===== src/rtl/xip_pkg.sv =====
// xip shared definitions
// bus and flash widths, read command layout, config register map

package xip_pkg;

    // ------------------------------
    // widths
    // ------------------------------
    localparam int XIP_ADDR_W   = 24;                  // flash byte address
    localparam int XIP_DATA_W   = 32;                  // bus read word
    localparam int XIP_SREG_W   = 72;                  // engine shift reg, 9 bytes max
    localparam int XIP_NBYTES_W = 4;                   // byte count field
    localparam int XIP_OPC_W    = 8;                   // command opcode
    localparam int XIP_DIV_W    = 3;                   // prescaler select
    localparam int XIP_PRESC_W  = 1 << XIP_DIV_W;      // prescaler counter, 256 max

    // ------------------------------
    // read command
    // ------------------------------
    localparam logic [XIP_NBYTES_W-1:0] XIP_CMD_NBYTES = 4'd8;  // opcode, 3 addr, 4 data
    localparam int XIP_RESUME_BITS = 32;               // one word on a sequential resume
    localparam logic [XIP_OPC_W-1:0] XIP_OPC_READ_DEF = 8'h03;  // plain READ

    // ------------------------------
    // config register map
    // ------------------------------
    localparam logic [1:0] XIP_REG_CTRL = 2'd0;        // enable, mode, divider
    localparam logic [1:0] XIP_REG_CMD  = 2'd1;        // read opcode

    // control register fields
    localparam int XIP_CTRL_EN_BIT   = 0;
    localparam int XIP_CTRL_CPOL_BIT = 1;
    localparam int XIP_CTRL_CPHA_BIT = 2;
    localparam int XIP_CTRL_DIV_LSB  = 3;              // 3 bit field

endpackage

===== src/rtl/xip_top.sv =====
// xip read path top
// config registers, prescaler, read controller and spi engine

`timescale 1ns/1ps

module xip_top import xip_pkg::*; (
    input  logic                  clk_i,
    input  logic                  arst_n_i,
    // config port
    input  logic                  cfg_we_i,
    input  logic [1:0]            cfg_addr_i,
    input  logic [31:0]           cfg_wdata_i,
    output logic [31:0]           cfg_rdata_o,
    // bus port
    input  logic                  rd_req_i,
    input  logic [XIP_ADDR_W-1:0] rd_addr_i,
    output logic                  rd_busy_o,
    output logic                  rd_ack_o,
    output logic [XIP_DATA_W-1:0] rd_data_o,
    // flash pins
    output logic                  spi_csn_o,
    output logic                  spi_clk_o,
    output logic                  spi_dat_o,
    input  logic                  spi_dat_i
);

    logic                    cfg_en;
    logic                    cfg_cpol;
    logic                    cfg_cpha;
    logic [XIP_DIV_W-1:0]    cfg_div;
    logic [XIP_OPC_W-1:0]    cfg_opcode;
    logic                    spi_clk_en;
    logic                    op_start;
    logic                    op_final;
    logic                    op_busy;
    logic [XIP_NBYTES_W-1:0] op_nbytes;
    logic [XIP_SREG_W-1:0]   op_wdata;
    logic [XIP_DATA_W-1:0]   op_rdata;

    xip_cfg_regs xip_cfg_regs_inst (
        .clk_i        (clk_i),
        .arst_n_i     (arst_n_i),
        .cfg_we_i     (cfg_we_i),
        .cfg_addr_i   (cfg_addr_i),
        .cfg_wdata_i  (cfg_wdata_i),
        .cfg_rdata_o  (cfg_rdata_o),
        .cfg_en_o     (cfg_en),
        .cfg_cpol_o   (cfg_cpol),
        .cfg_cpha_o   (cfg_cpha),
        .cfg_div_o    (cfg_div),
        .cfg_opcode_o (cfg_opcode)
    );

    xip_prescaler xip_prescaler_inst (
        .clk_i        (clk_i),
        .arst_n_i     (arst_n_i),
        .cfg_en_i     (cfg_en),
        .cfg_div_i    (cfg_div),
        .spi_clk_en_o (spi_clk_en)
    );

    xip_ctrl xip_ctrl_inst (
        .clk_i        (clk_i),
        .arst_n_i     (arst_n_i),
        .cfg_en_i     (cfg_en),
        .cfg_opcode_i (cfg_opcode),
        .rd_req_i     (rd_req_i),
        .rd_addr_i    (rd_addr_i),
        .op_busy_i    (op_busy),
        .op_rdata_i   (op_rdata),
        .rd_busy_o    (rd_busy_o),
        .rd_ack_o     (rd_ack_o),
        .rd_data_o    (rd_data_o),
        .op_start_o   (op_start),
        .op_final_o   (op_final),
        .op_nbytes_o  (op_nbytes),
        .op_wdata_o   (op_wdata)
    );

    xip_phy xip_phy_inst (
        .clk_i        (clk_i),
        .arst_n_i     (arst_n_i),
        .spi_clk_en_i (spi_clk_en),
        .cf_enable_i  (cfg_en),
        .cf_cpha_i    (cfg_cpha),
        .cf_cpol_i    (cfg_cpol),
        .op_start_i   (op_start),
        .op_final_i   (op_final),
        .op_nbytes_i  (op_nbytes),
        .op_wdata_i   (op_wdata),
        .spi_dat_i    (spi_dat_i),
        .op_busy_o    (op_busy),
        .op_rdata_o   (op_rdata),
        .spi_csn_o    (spi_csn_o),
        .spi_clk_o    (spi_clk_o),
        .spi_dat_o    (spi_dat_o)
    );

endmodule


===== src/rtl/xip_ctrl.sv =====
// xip read controller
// bus word reads to flash READ commands, resumes open transfer on sequential address

`timescale 1ns/1ps

module xip_ctrl import xip_pkg::*; (
    input  logic                    clk_i,
    input  logic                    arst_n_i,
    input  logic                    cfg_en_i,
    input  logic [XIP_OPC_W-1:0]    cfg_opcode_i,
    input  logic                    rd_req_i,      // one-cycle strobe
    input  logic [XIP_ADDR_W-1:0]   rd_addr_i,     // word aligned
    input  logic                    op_busy_i,
    input  logic [XIP_DATA_W-1:0]   op_rdata_i,
    output logic                    rd_busy_o,
    output logic                    rd_ack_o,      // one-cycle, data valid with it
    output logic [XIP_DATA_W-1:0]   rd_data_o,
    output logic                    op_start_o,
    output logic                    op_final_o,
    output logic [XIP_NBYTES_W-1:0] op_nbytes_o,
    output logic [XIP_SREG_W-1:0]   op_wdata_o
);

    typedef enum logic [1:0] {
        ST_IDLE,    // wait for a bus request
        ST_CLOSE,   // final pulse out, engine dropping csn
        ST_RUN,     // start pulse out, engine not yet busy
        ST_BUSY     // engine shifting
    } ctrl_state_t;

    ctrl_state_t           state_q;
    logic                  open_q;                 // engine parked in wait, csn low
    logic [XIP_ADDR_W-1:0] addr_q;                 // address of current request
    logic [XIP_ADDR_W-1:0] next_addr_q;            // word the open transfer streams next

    // ------------------------------
    // request sequencing
    // ------------------------------
    always_ff @(posedge clk_i or negedge arst_n_i) begin
        if (!arst_n_i) begin
            state_q     <= ST_IDLE;
            open_q      <= 1'b0;
            rd_busy_o   <= 1'b0;
            rd_ack_o    <= 1'b0;
            op_start_o  <= 1'b0;
            op_final_o  <= 1'b0;
            addr_q      <= '0;
            next_addr_q <= '0;
        end else begin
            rd_ack_o   <= 1'b0;                        // pulses by default
            op_start_o <= 1'b0;
            op_final_o <= 1'b0;
            if (!cfg_en_i) begin                       // engine clears too
                state_q   <= ST_IDLE;
                open_q    <= 1'b0;
                rd_busy_o <= 1'b0;
            end else begin
                case (state_q)
                    ST_IDLE: begin
                        if (rd_req_i) begin
                            rd_busy_o <= 1'b1;
                            addr_q    <= rd_addr_i;
                            if (open_q && (rd_addr_i == next_addr_q)) begin
                                op_start_o <= 1'b1;    // resume 32 bits
                                state_q    <= ST_RUN;
                            end else if (open_q) begin
                                op_final_o <= 1'b1;    // end stale stream first
                                open_q     <= 1'b0;
                                state_q    <= ST_CLOSE;
                            end else begin
                                op_start_o <= 1'b1;    // fresh command
                                state_q    <= ST_RUN;
                            end
                        end
                    end
                    ST_CLOSE: begin                    // engine idle from here on
                        op_start_o <= 1'b1;
                        state_q    <= ST_RUN;
                    end
                    ST_RUN: state_q <= ST_BUSY;        // engine picks up start this edge
                    ST_BUSY: begin
                        if (!op_busy_i) begin          // word complete, engine in wait
                            rd_ack_o    <= 1'b1;
                            rd_busy_o   <= 1'b0;
                            open_q      <= 1'b1;
                            next_addr_q <= addr_q + XIP_ADDR_W'(4);
                            state_q     <= ST_IDLE;
                        end
                    end
                    default: state_q <= ST_IDLE;
                endcase
            end
        end
    end

    // read word, loaded with the ack
    always_ff @(posedge clk_i) begin
        if ((state_q == ST_BUSY) && !op_busy_i) begin
            rd_data_o <= op_rdata_i;
        end
    end

    // opcode, address, then zeros while data shifts in
    assign op_wdata_o  = {cfg_opcode_i, addr_q, {(XIP_SREG_W-XIP_OPC_W-XIP_ADDR_W){1'b0}}};
    assign op_nbytes_o = XIP_CMD_NBYTES;               // only used on a fresh command

endmodule


===== src/rtl/xip_phy.sv =====
// xip spi serial engine
// msb-first shifter up to 72 bits, all four clock modes,
// chip select held low between transfers for sequential resume

`timescale 1ns/1ps

module xip_phy import xip_pkg::*; (
    input  logic                    clk_i,
    input  logic                    arst_n_i,
    input  logic                    spi_clk_en_i,  // prescaled tick
    input  logic                    cf_enable_i,   // sync clear when low
    input  logic                    cf_cpha_i,
    input  logic                    cf_cpol_i,     // idle clock level
    input  logic                    op_start_i,    // new transfer, or resume from wait
    input  logic                    op_final_i,    // release flash from wait
    input  logic [XIP_NBYTES_W-1:0] op_nbytes_i,   // bytes on a new transfer
    input  logic [XIP_SREG_W-1:0]   op_wdata_i,    // left aligned tx data
    input  logic                    spi_dat_i,
    output logic                    op_busy_o,
    output logic [XIP_DATA_W-1:0]   op_rdata_o,    // last 32 bits shifted in
    output logic                    spi_csn_o,
    output logic                    spi_clk_o,
    output logic                    spi_dat_o
);

    typedef enum logic [2:0] {
        S_IDLE, S_WAIT, S_START, S_SYNC, S_RTX_A, S_RTX_B, S_DONE
    } phy_state_t;

    phy_state_t                  state_q;
    logic [XIP_SREG_W-1:0]       sreg_q;           // tx out on top, rx in at bottom
    logic [XIP_NBYTES_W+2:0]     bitcnt_q;         // bits left, up to 72
    logic                        di_sync_q;        // sampled input bit

    // ------------------------------
    // serial FSM
    // ------------------------------
    always_ff @(posedge clk_i or negedge arst_n_i) begin
        if (!arst_n_i) begin
            state_q   <= S_IDLE;
            spi_csn_o <= 1'b1;
            spi_clk_o <= 1'b0;
            sreg_q    <= '0;
            bitcnt_q  <= '0;
            di_sync_q <= 1'b0;
        end else if (!cf_enable_i) begin               // abort, back to idle pins
            state_q   <= S_IDLE;
            spi_csn_o <= 1'b1;
            spi_clk_o <= cf_cpol_i;
            sreg_q    <= '0;
            bitcnt_q  <= '0;
            di_sync_q <= 1'b0;
        end else begin
            case (state_q)
                S_IDLE: begin
                    spi_csn_o <= 1'b1;                 // flash deselected
                    spi_clk_o <= cf_cpol_i;
                    bitcnt_q  <= {op_nbytes_i, 3'b000};
                    if (op_start_i) begin
                        state_q <= S_START;
                    end
                end
                S_START: begin
                    sreg_q <= op_wdata_i;              // csn untouched here
                    if (spi_clk_en_i) begin
                        state_q <= S_SYNC;
                    end
                end
                S_WAIT: begin
                    spi_csn_o <= 1'b0;                 // keep flash streaming
                    bitcnt_q  <= ($bits(bitcnt_q))'(XIP_RESUME_BITS);
                    if (op_final_i) begin
                        state_q <= S_IDLE;
                    end else if (op_start_i) begin     // resume, no new command
                        state_q <= S_SYNC;
                    end
                end
                S_SYNC: begin
                    spi_csn_o <= 1'b0;
                    if (spi_clk_en_i) begin
                        if (cf_cpha_i) begin
                            spi_clk_o <= ~cf_cpol_i;   // leading edge for cpha 1
                        end
                        state_q <= S_RTX_A;
                    end
                end
                S_RTX_A: begin
                    if (spi_clk_en_i) begin
                        spi_clk_o <= ~(cf_cpha_i ^ cf_cpol_i);  // sample edge
                        di_sync_q <= spi_dat_i;
                        bitcnt_q  <= bitcnt_q - 1'b1;
                        state_q   <= S_RTX_B;
                    end
                end
                S_RTX_B: begin
                    if (spi_clk_en_i) begin
                        sreg_q <= {sreg_q[XIP_SREG_W-2:0], di_sync_q};
                        if (bitcnt_q == '0) begin      // last bit done
                            spi_clk_o <= cf_cpol_i;
                            state_q   <= S_DONE;
                        end else begin
                            spi_clk_o <= cf_cpha_i ^ cf_cpol_i;
                            state_q   <= S_RTX_A;
                        end
                    end
                end
                S_DONE: begin
                    if (spi_clk_en_i) begin            // csn hold time
                        state_q <= S_WAIT;
                    end
                end
                default: state_q <= S_IDLE;
            endcase
        end
    end

    // busy everywhere but idle and wait
    assign op_busy_o  = (state_q != S_IDLE) && (state_q != S_WAIT);
    assign spi_dat_o  = sreg_q[XIP_SREG_W-1];         // msb first
    assign op_rdata_o = sreg_q[XIP_DATA_W-1:0];

endmodule


===== src/rtl/xip_cfg_regs.sv =====
// xip configuration registers
// control (enable, cpol, cpha, divider) and command (read opcode)

`timescale 1ns/1ps

module xip_cfg_regs import xip_pkg::*; (
    input  logic                 clk_i,
    input  logic                 arst_n_i,
    input  logic                 cfg_we_i,        // write strobe
    input  logic [1:0]           cfg_addr_i,      // register select
    input  logic [31:0]          cfg_wdata_i,
    output logic [31:0]          cfg_rdata_o,     // comb read of addressed reg
    output logic                 cfg_en_o,
    output logic                 cfg_cpol_o,
    output logic                 cfg_cpha_o,
    output logic [XIP_DIV_W-1:0] cfg_div_o,
    output logic [XIP_OPC_W-1:0] cfg_opcode_o
);

    logic                 en_q;
    logic                 cpol_q;
    logic                 cpha_q;
    logic [XIP_DIV_W-1:0] div_q;
    logic [XIP_OPC_W-1:0] opcode_q;

    // ------------------------------
    // write side
    // ------------------------------
    always_ff @(posedge clk_i or negedge arst_n_i) begin
        if (!arst_n_i) begin
            en_q     <= 1'b0;                          // disabled out of reset
            cpol_q   <= 1'b0;                          // mode 0
            cpha_q   <= 1'b0;
            div_q    <= '0;                            // fastest spi clock
            opcode_q <= XIP_OPC_READ_DEF;
        end else if (cfg_we_i) begin
            if (cfg_addr_i == XIP_REG_CTRL) begin
                en_q   <= cfg_wdata_i[XIP_CTRL_EN_BIT];
                cpol_q <= cfg_wdata_i[XIP_CTRL_CPOL_BIT];
                cpha_q <= cfg_wdata_i[XIP_CTRL_CPHA_BIT];
                div_q  <= cfg_wdata_i[XIP_CTRL_DIV_LSB +: XIP_DIV_W];
            end else if (cfg_addr_i == XIP_REG_CMD) begin
                opcode_q <= cfg_wdata_i[XIP_OPC_W-1:0];
            end
        end
    end

    // ------------------------------
    // read side
    // ------------------------------
    always_comb begin
        cfg_rdata_o = '0;                              // unused bits and addresses read zero
        case (cfg_addr_i)
            XIP_REG_CTRL: begin
                cfg_rdata_o[XIP_CTRL_EN_BIT]                 = en_q;
                cfg_rdata_o[XIP_CTRL_CPOL_BIT]               = cpol_q;
                cfg_rdata_o[XIP_CTRL_CPHA_BIT]               = cpha_q;
                cfg_rdata_o[XIP_CTRL_DIV_LSB +: XIP_DIV_W]   = div_q;
            end
            XIP_REG_CMD: cfg_rdata_o[XIP_OPC_W-1:0] = opcode_q;
            default: ;
        endcase
    end

    assign cfg_en_o     = en_q;
    assign cfg_cpol_o   = cpol_q;
    assign cfg_cpha_o   = cpha_q;
    assign cfg_div_o    = div_q;
    assign cfg_opcode_o = opcode_q;

endmodule


===== src/rtl/xip_prescaler.sv =====
// xip spi clock prescaler
// one-cycle enable pulse every 2^(div+1) clocks

`timescale 1ns/1ps

module xip_prescaler import xip_pkg::*; (
    input  logic                 clk_i,
    input  logic                 arst_n_i,
    input  logic                 cfg_en_i,      // held in reset when low
    input  logic [XIP_DIV_W-1:0] cfg_div_i,     // power-of-two select
    output logic                 spi_clk_en_o   // single-cycle tick
);

    logic [XIP_PRESC_W-1:0] cnt_q;
    logic [XIP_PRESC_W-1:0] tc;

    // 2 << div wraps to zero at div 7, so minus one still gives 255
    assign tc = (XIP_PRESC_W'(2) << cfg_div_i) - 1'b1;

    always_ff @(posedge clk_i or negedge arst_n_i) begin
        if (!arst_n_i) begin
            cnt_q        <= '0;
            spi_clk_en_o <= 1'b0;
        end else if (!cfg_en_i) begin                  // sync clear while disabled
            cnt_q        <= '0;
            spi_clk_en_o <= 1'b0;
        end else if (cnt_q >= tc) begin                // terminal count, also after div shrinks
            cnt_q        <= '0;
            spi_clk_en_o <= 1'b1;
        end else begin
            cnt_q        <= cnt_q + 1'b1;
            spi_clk_en_o <= 1'b0;
        end
    end

endmodule


===== config.mk =====
export PLATFORM = sky130hd
export DESIGN_NAME = xip_top
export DESIGN_NICKNAME = d
export VERILOG_FILES = /design/src/rtl/xip_pkg.sv /design/src/rtl/xip_top.sv /design/src/rtl/xip_ctrl.sv /design/src/rtl/xip_phy.sv /design/src/rtl/xip_cfg_regs.sv /design/src/rtl/xip_prescaler.sv
export SDC_FILE = /design/constraint.sdc
export NUM_CORES = 1
export LEC_CHECK = 0
export BUFFER_PORTS_ARGS = -buffer_cell sky130_fd_sc_hd__buf_2
export CAP_MARGIN = 20
export CORE_MARGIN = 2
export CORE_UTILIZATION = 40
export CTS_BUF_LIST = sky130_fd_sc_hd__clkbuf_8
export CTS_CLUSTER_SIZE = 25
export DETAILED_ROUTE_END_ITERATION = 7
export GPL_TIMING_DRIVEN = 0
export SETUP_SLACK_MARGIN = 0.3
export SYNTH_ARGS = -nofsm -noshare
export SYNTH_HDL_FRONTEND = slang
export SYNTH_SLANG_ARGS = --single-unit

===== constraint.sdc =====
create_clock -name clk_i -period 2.35 [get_ports clk_i]
set_input_delay 0.235 -clock clk_i [delete_from_list [all_inputs] [get_ports clk_i]]
set_output_delay 0.235 -clock clk_i [all_outputs]
set_load 0.01 [all_outputs]

==> flow_summary.json <==
{
  "gr-total-overflow": 0,
  "antenna_found_initial": 0,
  "power.density_nw_per_um2": 908,
  "cp_max_fo": 6,
  "slew_violations": 0,
  "async_flop_share": 0.836,
  "synthAdderAreaFrac": 0.0201,
  "clock-sinks": 195,
  "setup-violations-final": 9,
  "rsz0062_at_grt": "true",
  "fin_nets": 1098,
  "die_area_um2": 24500,
  "fin_setup_tns_ns": -0.983,
  "die_y_um": 157,
  "violations": "setup timing",
  "power.total_w": 0.00995,
  "critPathMaxStageDelay_ns": 0.38,
  "root_buffer": "clkbuf_8",
  "grt_pass1_wl_um": 33900,
  "multi_input_area_um2": 3950,
  "critPathTopFamily": "compound AO/OA/AOI/OAI gates",
  "htree_levels": 4,
  "hold_viol_final": 0,
  "seq_area_um2": 5050,
  "routedWlPerCell_um": 15.2,
  "drc_errors": 0,
  "antenna_cells": 0,
  "cts_tree": "yes",
  "synthDistinctLibCells": 70,
  "placement.io_buffers": 80,
  "grt_max_degree": 102,
  "fin_crit_ns": 2.49,
  "crit_slowest_cell": "dfrtp_1",
  "cts_buffers": 17,
  "worstHoldPathType": "primary input to flop",
  "syn_area_um2": 9320,
  "yosys_register_bits": 195,
  "fin_ws_ns": -0.142,
  "ys_seq_area_frac": 0.541,
  "fmax_mhz": 401,
  "worstSetupStartpointType": "flop",
  "path_cells": "clkbuf_8, or3_4, ha_4, buf_8, nor3_2, a21o_1, a21oi_2, ha_1, a21o_1, a21oi_2, o22ai_1, o21a_1",
  "ant_nets": 0,
  "synthXorXnorAreaFrac": 0.0432,
  "clk_pin_slew_worst_paths_ns": 0.10,
  "grt.total_usage": 0.174,
  "vdd.ir_drop.worst_mv": 0.445,
  "clock_latency_ns": 0.46,
  "dieWidth_um": 157,
  "cap_violations": 0,
  "synth.area.mux_share": 0.0865,
  "hold_ws_ns": 0.0244,
  "layoutNonFillerInstCount": 1346,
  "syn-instance-count": 878,
  "finClkSkew_ns": 0.0150,
  "core_region_area_um2": 22800,
  "synth_top_family_by_area": "simple AND/OR/NAND/NOR gates",
  "yosys.area_share.simple": 0.147,
  "status": "finished with violations",
  "first_global_vias": 6479,
  "final.fill_count": 2117,
  "leakagePower_nw": 4.83,
  "crit_arrival_ns": 2.84,
  "slew_headroom": 0.465,
  "fin_crit_sh": 1.06,
  "rows": 55,
  "place.gp.congestion": 0.824,
  "area_growth_pct": 17.6,
  "synth_compound_area_frac": 0.110,
  "yosysWarnings": 0,
  "placed_cells": 1295,
  "ys.flop_type": "dfrtp_1",
  "crit_path_end_kind": "flop",
  "worstMarginPinSlew_ns": 0.802,
  "cts_buffer_depth": 2,
  "vias": 6792,
  "vias_per_cell": 5.05,
  "required_ns": 2.70,
  "synth_edf_count": 32,
  "avgSynthCellArea_um2": 10.6,
  "start_util": 0.409,
  "dr.pass1.iters": 4,
  "dpl.hpwl_um": 14300,
  "drt_iter0_markers": 390,
  "worst-path-buf-inv": 2,
  "critPathKind": "flop to flop",
  "drive_above_1_share": 0.236,
  "routed_wl_um": 20500,
  "io_pins": 132
}
-- cells in the final DEF (no fill, tap or decap), types with 4 or more instances in the layout --
cell           count
a21oi_1           12
a31oi_1            8
and2_1             4
buf_2             87
buf_4             35
clkbuf_1          14
clkbuf_2          14
clkbuf_4           9
clkbuf_8          19
conb_1            24
dfrtp_1          157
dlygate4sd3_1      9
edfxtp_1          32
ha_1              13
inv_1             20
mux2_2            36
mux2i_1           40
nand2_1          155
nand3_1           24
nand4_1            6
nor2_1            41
nor2b_1            6
nor3_1             7
nor4_1             8
o21a_1             4
o21ai_0           60
o21ai_1            5
o31ai_1           39
or3_1              5
or4_1              5
xnor2_1           13
xor2_1            33
-- report_power, final --
group          total [W]  internal (W)  switching (W)  leakage, nW
sequential       0.00487       0.00415       0.000717         2.47
clock            0.00226       0.00108        0.00118        0.213
combinational    0.00282       0.00126        0.00156         2.15
total            0.00995       0.00649        0.00346         4.83
-- timing repair --
| action | CTS | global route |
|---|---|---|
| setup buffers | 8 | 2 |
| gates resized for setup | 15 | 40 |
| endpoints found under the setup margin | 135 | 116 |
| hold buffers | 6 | 3 |
| hold endpoints to repair | 103 | 3 |
| pin swaps | 8 | 6 |
-- cells by family after synthesis --
kind of cell | count (synthesis)
AND/OR/NAND/NOR | 291
adder cells (fa/ha/maj) | 15
multiplexers | 76
buffers and inverters | 95
flip-flops | 195
other | 1
AO/OA/AOI/OAI | 159
XOR/XNOR | 46
-- synthesized netlist by cell type, types with 9 or more instances --
| master | count | area share |
|---|---|---|
| o21ai_0 | 60 | 0.032 |
| nor2_1 | 41 | 0.017 |
| buf_4 | 25 | 0.020 |
| ha_1 | 15 | 0.020 |
| dfrtp_1 | 160 | 0.43 |
| nand2_1 | 155 | 0.062 |
| mux2i_1 | 40 | 0.043 |
| buf_2 | 14 | 0.0075 |
| nor4_1 | 9 | 0.0060 |
| inv_1 | 17 | 0.0068 |
| o31ai_1 | 39 | 0.031 |
| mux2_2 | 36 | 0.044 |
| edfxtp_1 | 32 | 0.10 |
| clkbuf_1 | 34 | 0.014 |
| nand3_1 | 25 | 0.013 |
| a21oi_1 | 14 | 0.0075 |
| xor2_1 | 33 | 0.031 |
| xnor2_1 | 13 | 0.012 |
-- final cells by class --
class,count,area share
plain buffers,77,0.0445
clock buffers,18,0.0226
clock inverters,14,0.0151
inverters,18,0.00616
multi-input cells,611,0.360
flip-flops and latches,195,0.460
well taps,313,0.0357
repair buffers,100,0.0550
-- metrics by stage --
step | cell area [um2] | worst slack, ns | util
after floorplan | 9460 | -0.00906 | -
after global placement | 10300 | -1.61 | 0.450
after detailed placement | 10300 | -0.216 | 0.452
after CTS | 10900 | -0.153 | 0.477
after global routing | 11000 | -0.260 | 0.481
final | 11000 | -0.142 | 0.481
-- path summary, 6_finish.rpt --
kind                                                       startpoint                                    endpoint  slack [ns]  cells past startpoint
max                        xip_cfg_regs_inst.cfg_div_o[0]$_DFFE_PN0P_   xip_prescaler_inst.spi_clk_en_o$_DFF_PN0_       -0.14                     12
min                                                     rd_addr_i[14]        xip_ctrl_inst.addr_q[14]$_DFFE_PN0P_        0.02                      2
max reg2reg                xip_cfg_regs_inst.cfg_div_o[0]$_DFFE_PN0P_   xip_prescaler_inst.spi_clk_en_o$_DFF_PN0_       -0.14                     12
min reg2reg                       xip_phy_inst.sreg_q[70]$_DFFE_PN0P_         xip_phy_inst.sreg_q[70]$_DFFE_PN0P_        0.48                      2
max in group asynchronous                                    arst_n_i          xip_phy_inst.spi_csn_o$_DFFE_PN1P_        1.16                      3
min in group asynchronous                                    arst_n_i  xip_cfg_regs_inst.cfg_div_o[0]$_DFFE_PN0P_        0.38                      2
-- per-layer routing --
layer	wire, um	up-vias	part of all wire	track usage
met2	9240	147	0.45	0.265
met4	338	0	0.017	0.0585
met5	0	-	0	0
met1	10100	3291	0.49	0.256
li1	-	3329	-	-
met3	773	25	0.038	0.0263
-- flip-flops by register name, indices dropped and copies added (netlist names), 2 cells and up --
name and count:
xip_phy_inst.sreg_q 72, xip_cfg_regs_inst.cfg_div_o 3, xip_prescaler_inst.cnt_q 8, xip_cfg_regs_inst.cfg_opcode_o 8, xip_phy_inst.bitcnt_q 7, xip_ctrl_inst.addr_q 24, xip_ctrl_inst.state_q 2, xip_ctrl_inst.next_addr_q 24
xip_phy_inst.state_q 3, xip_ctrl_inst.rd_data_o 32
(Power assumes the default switching activity.)
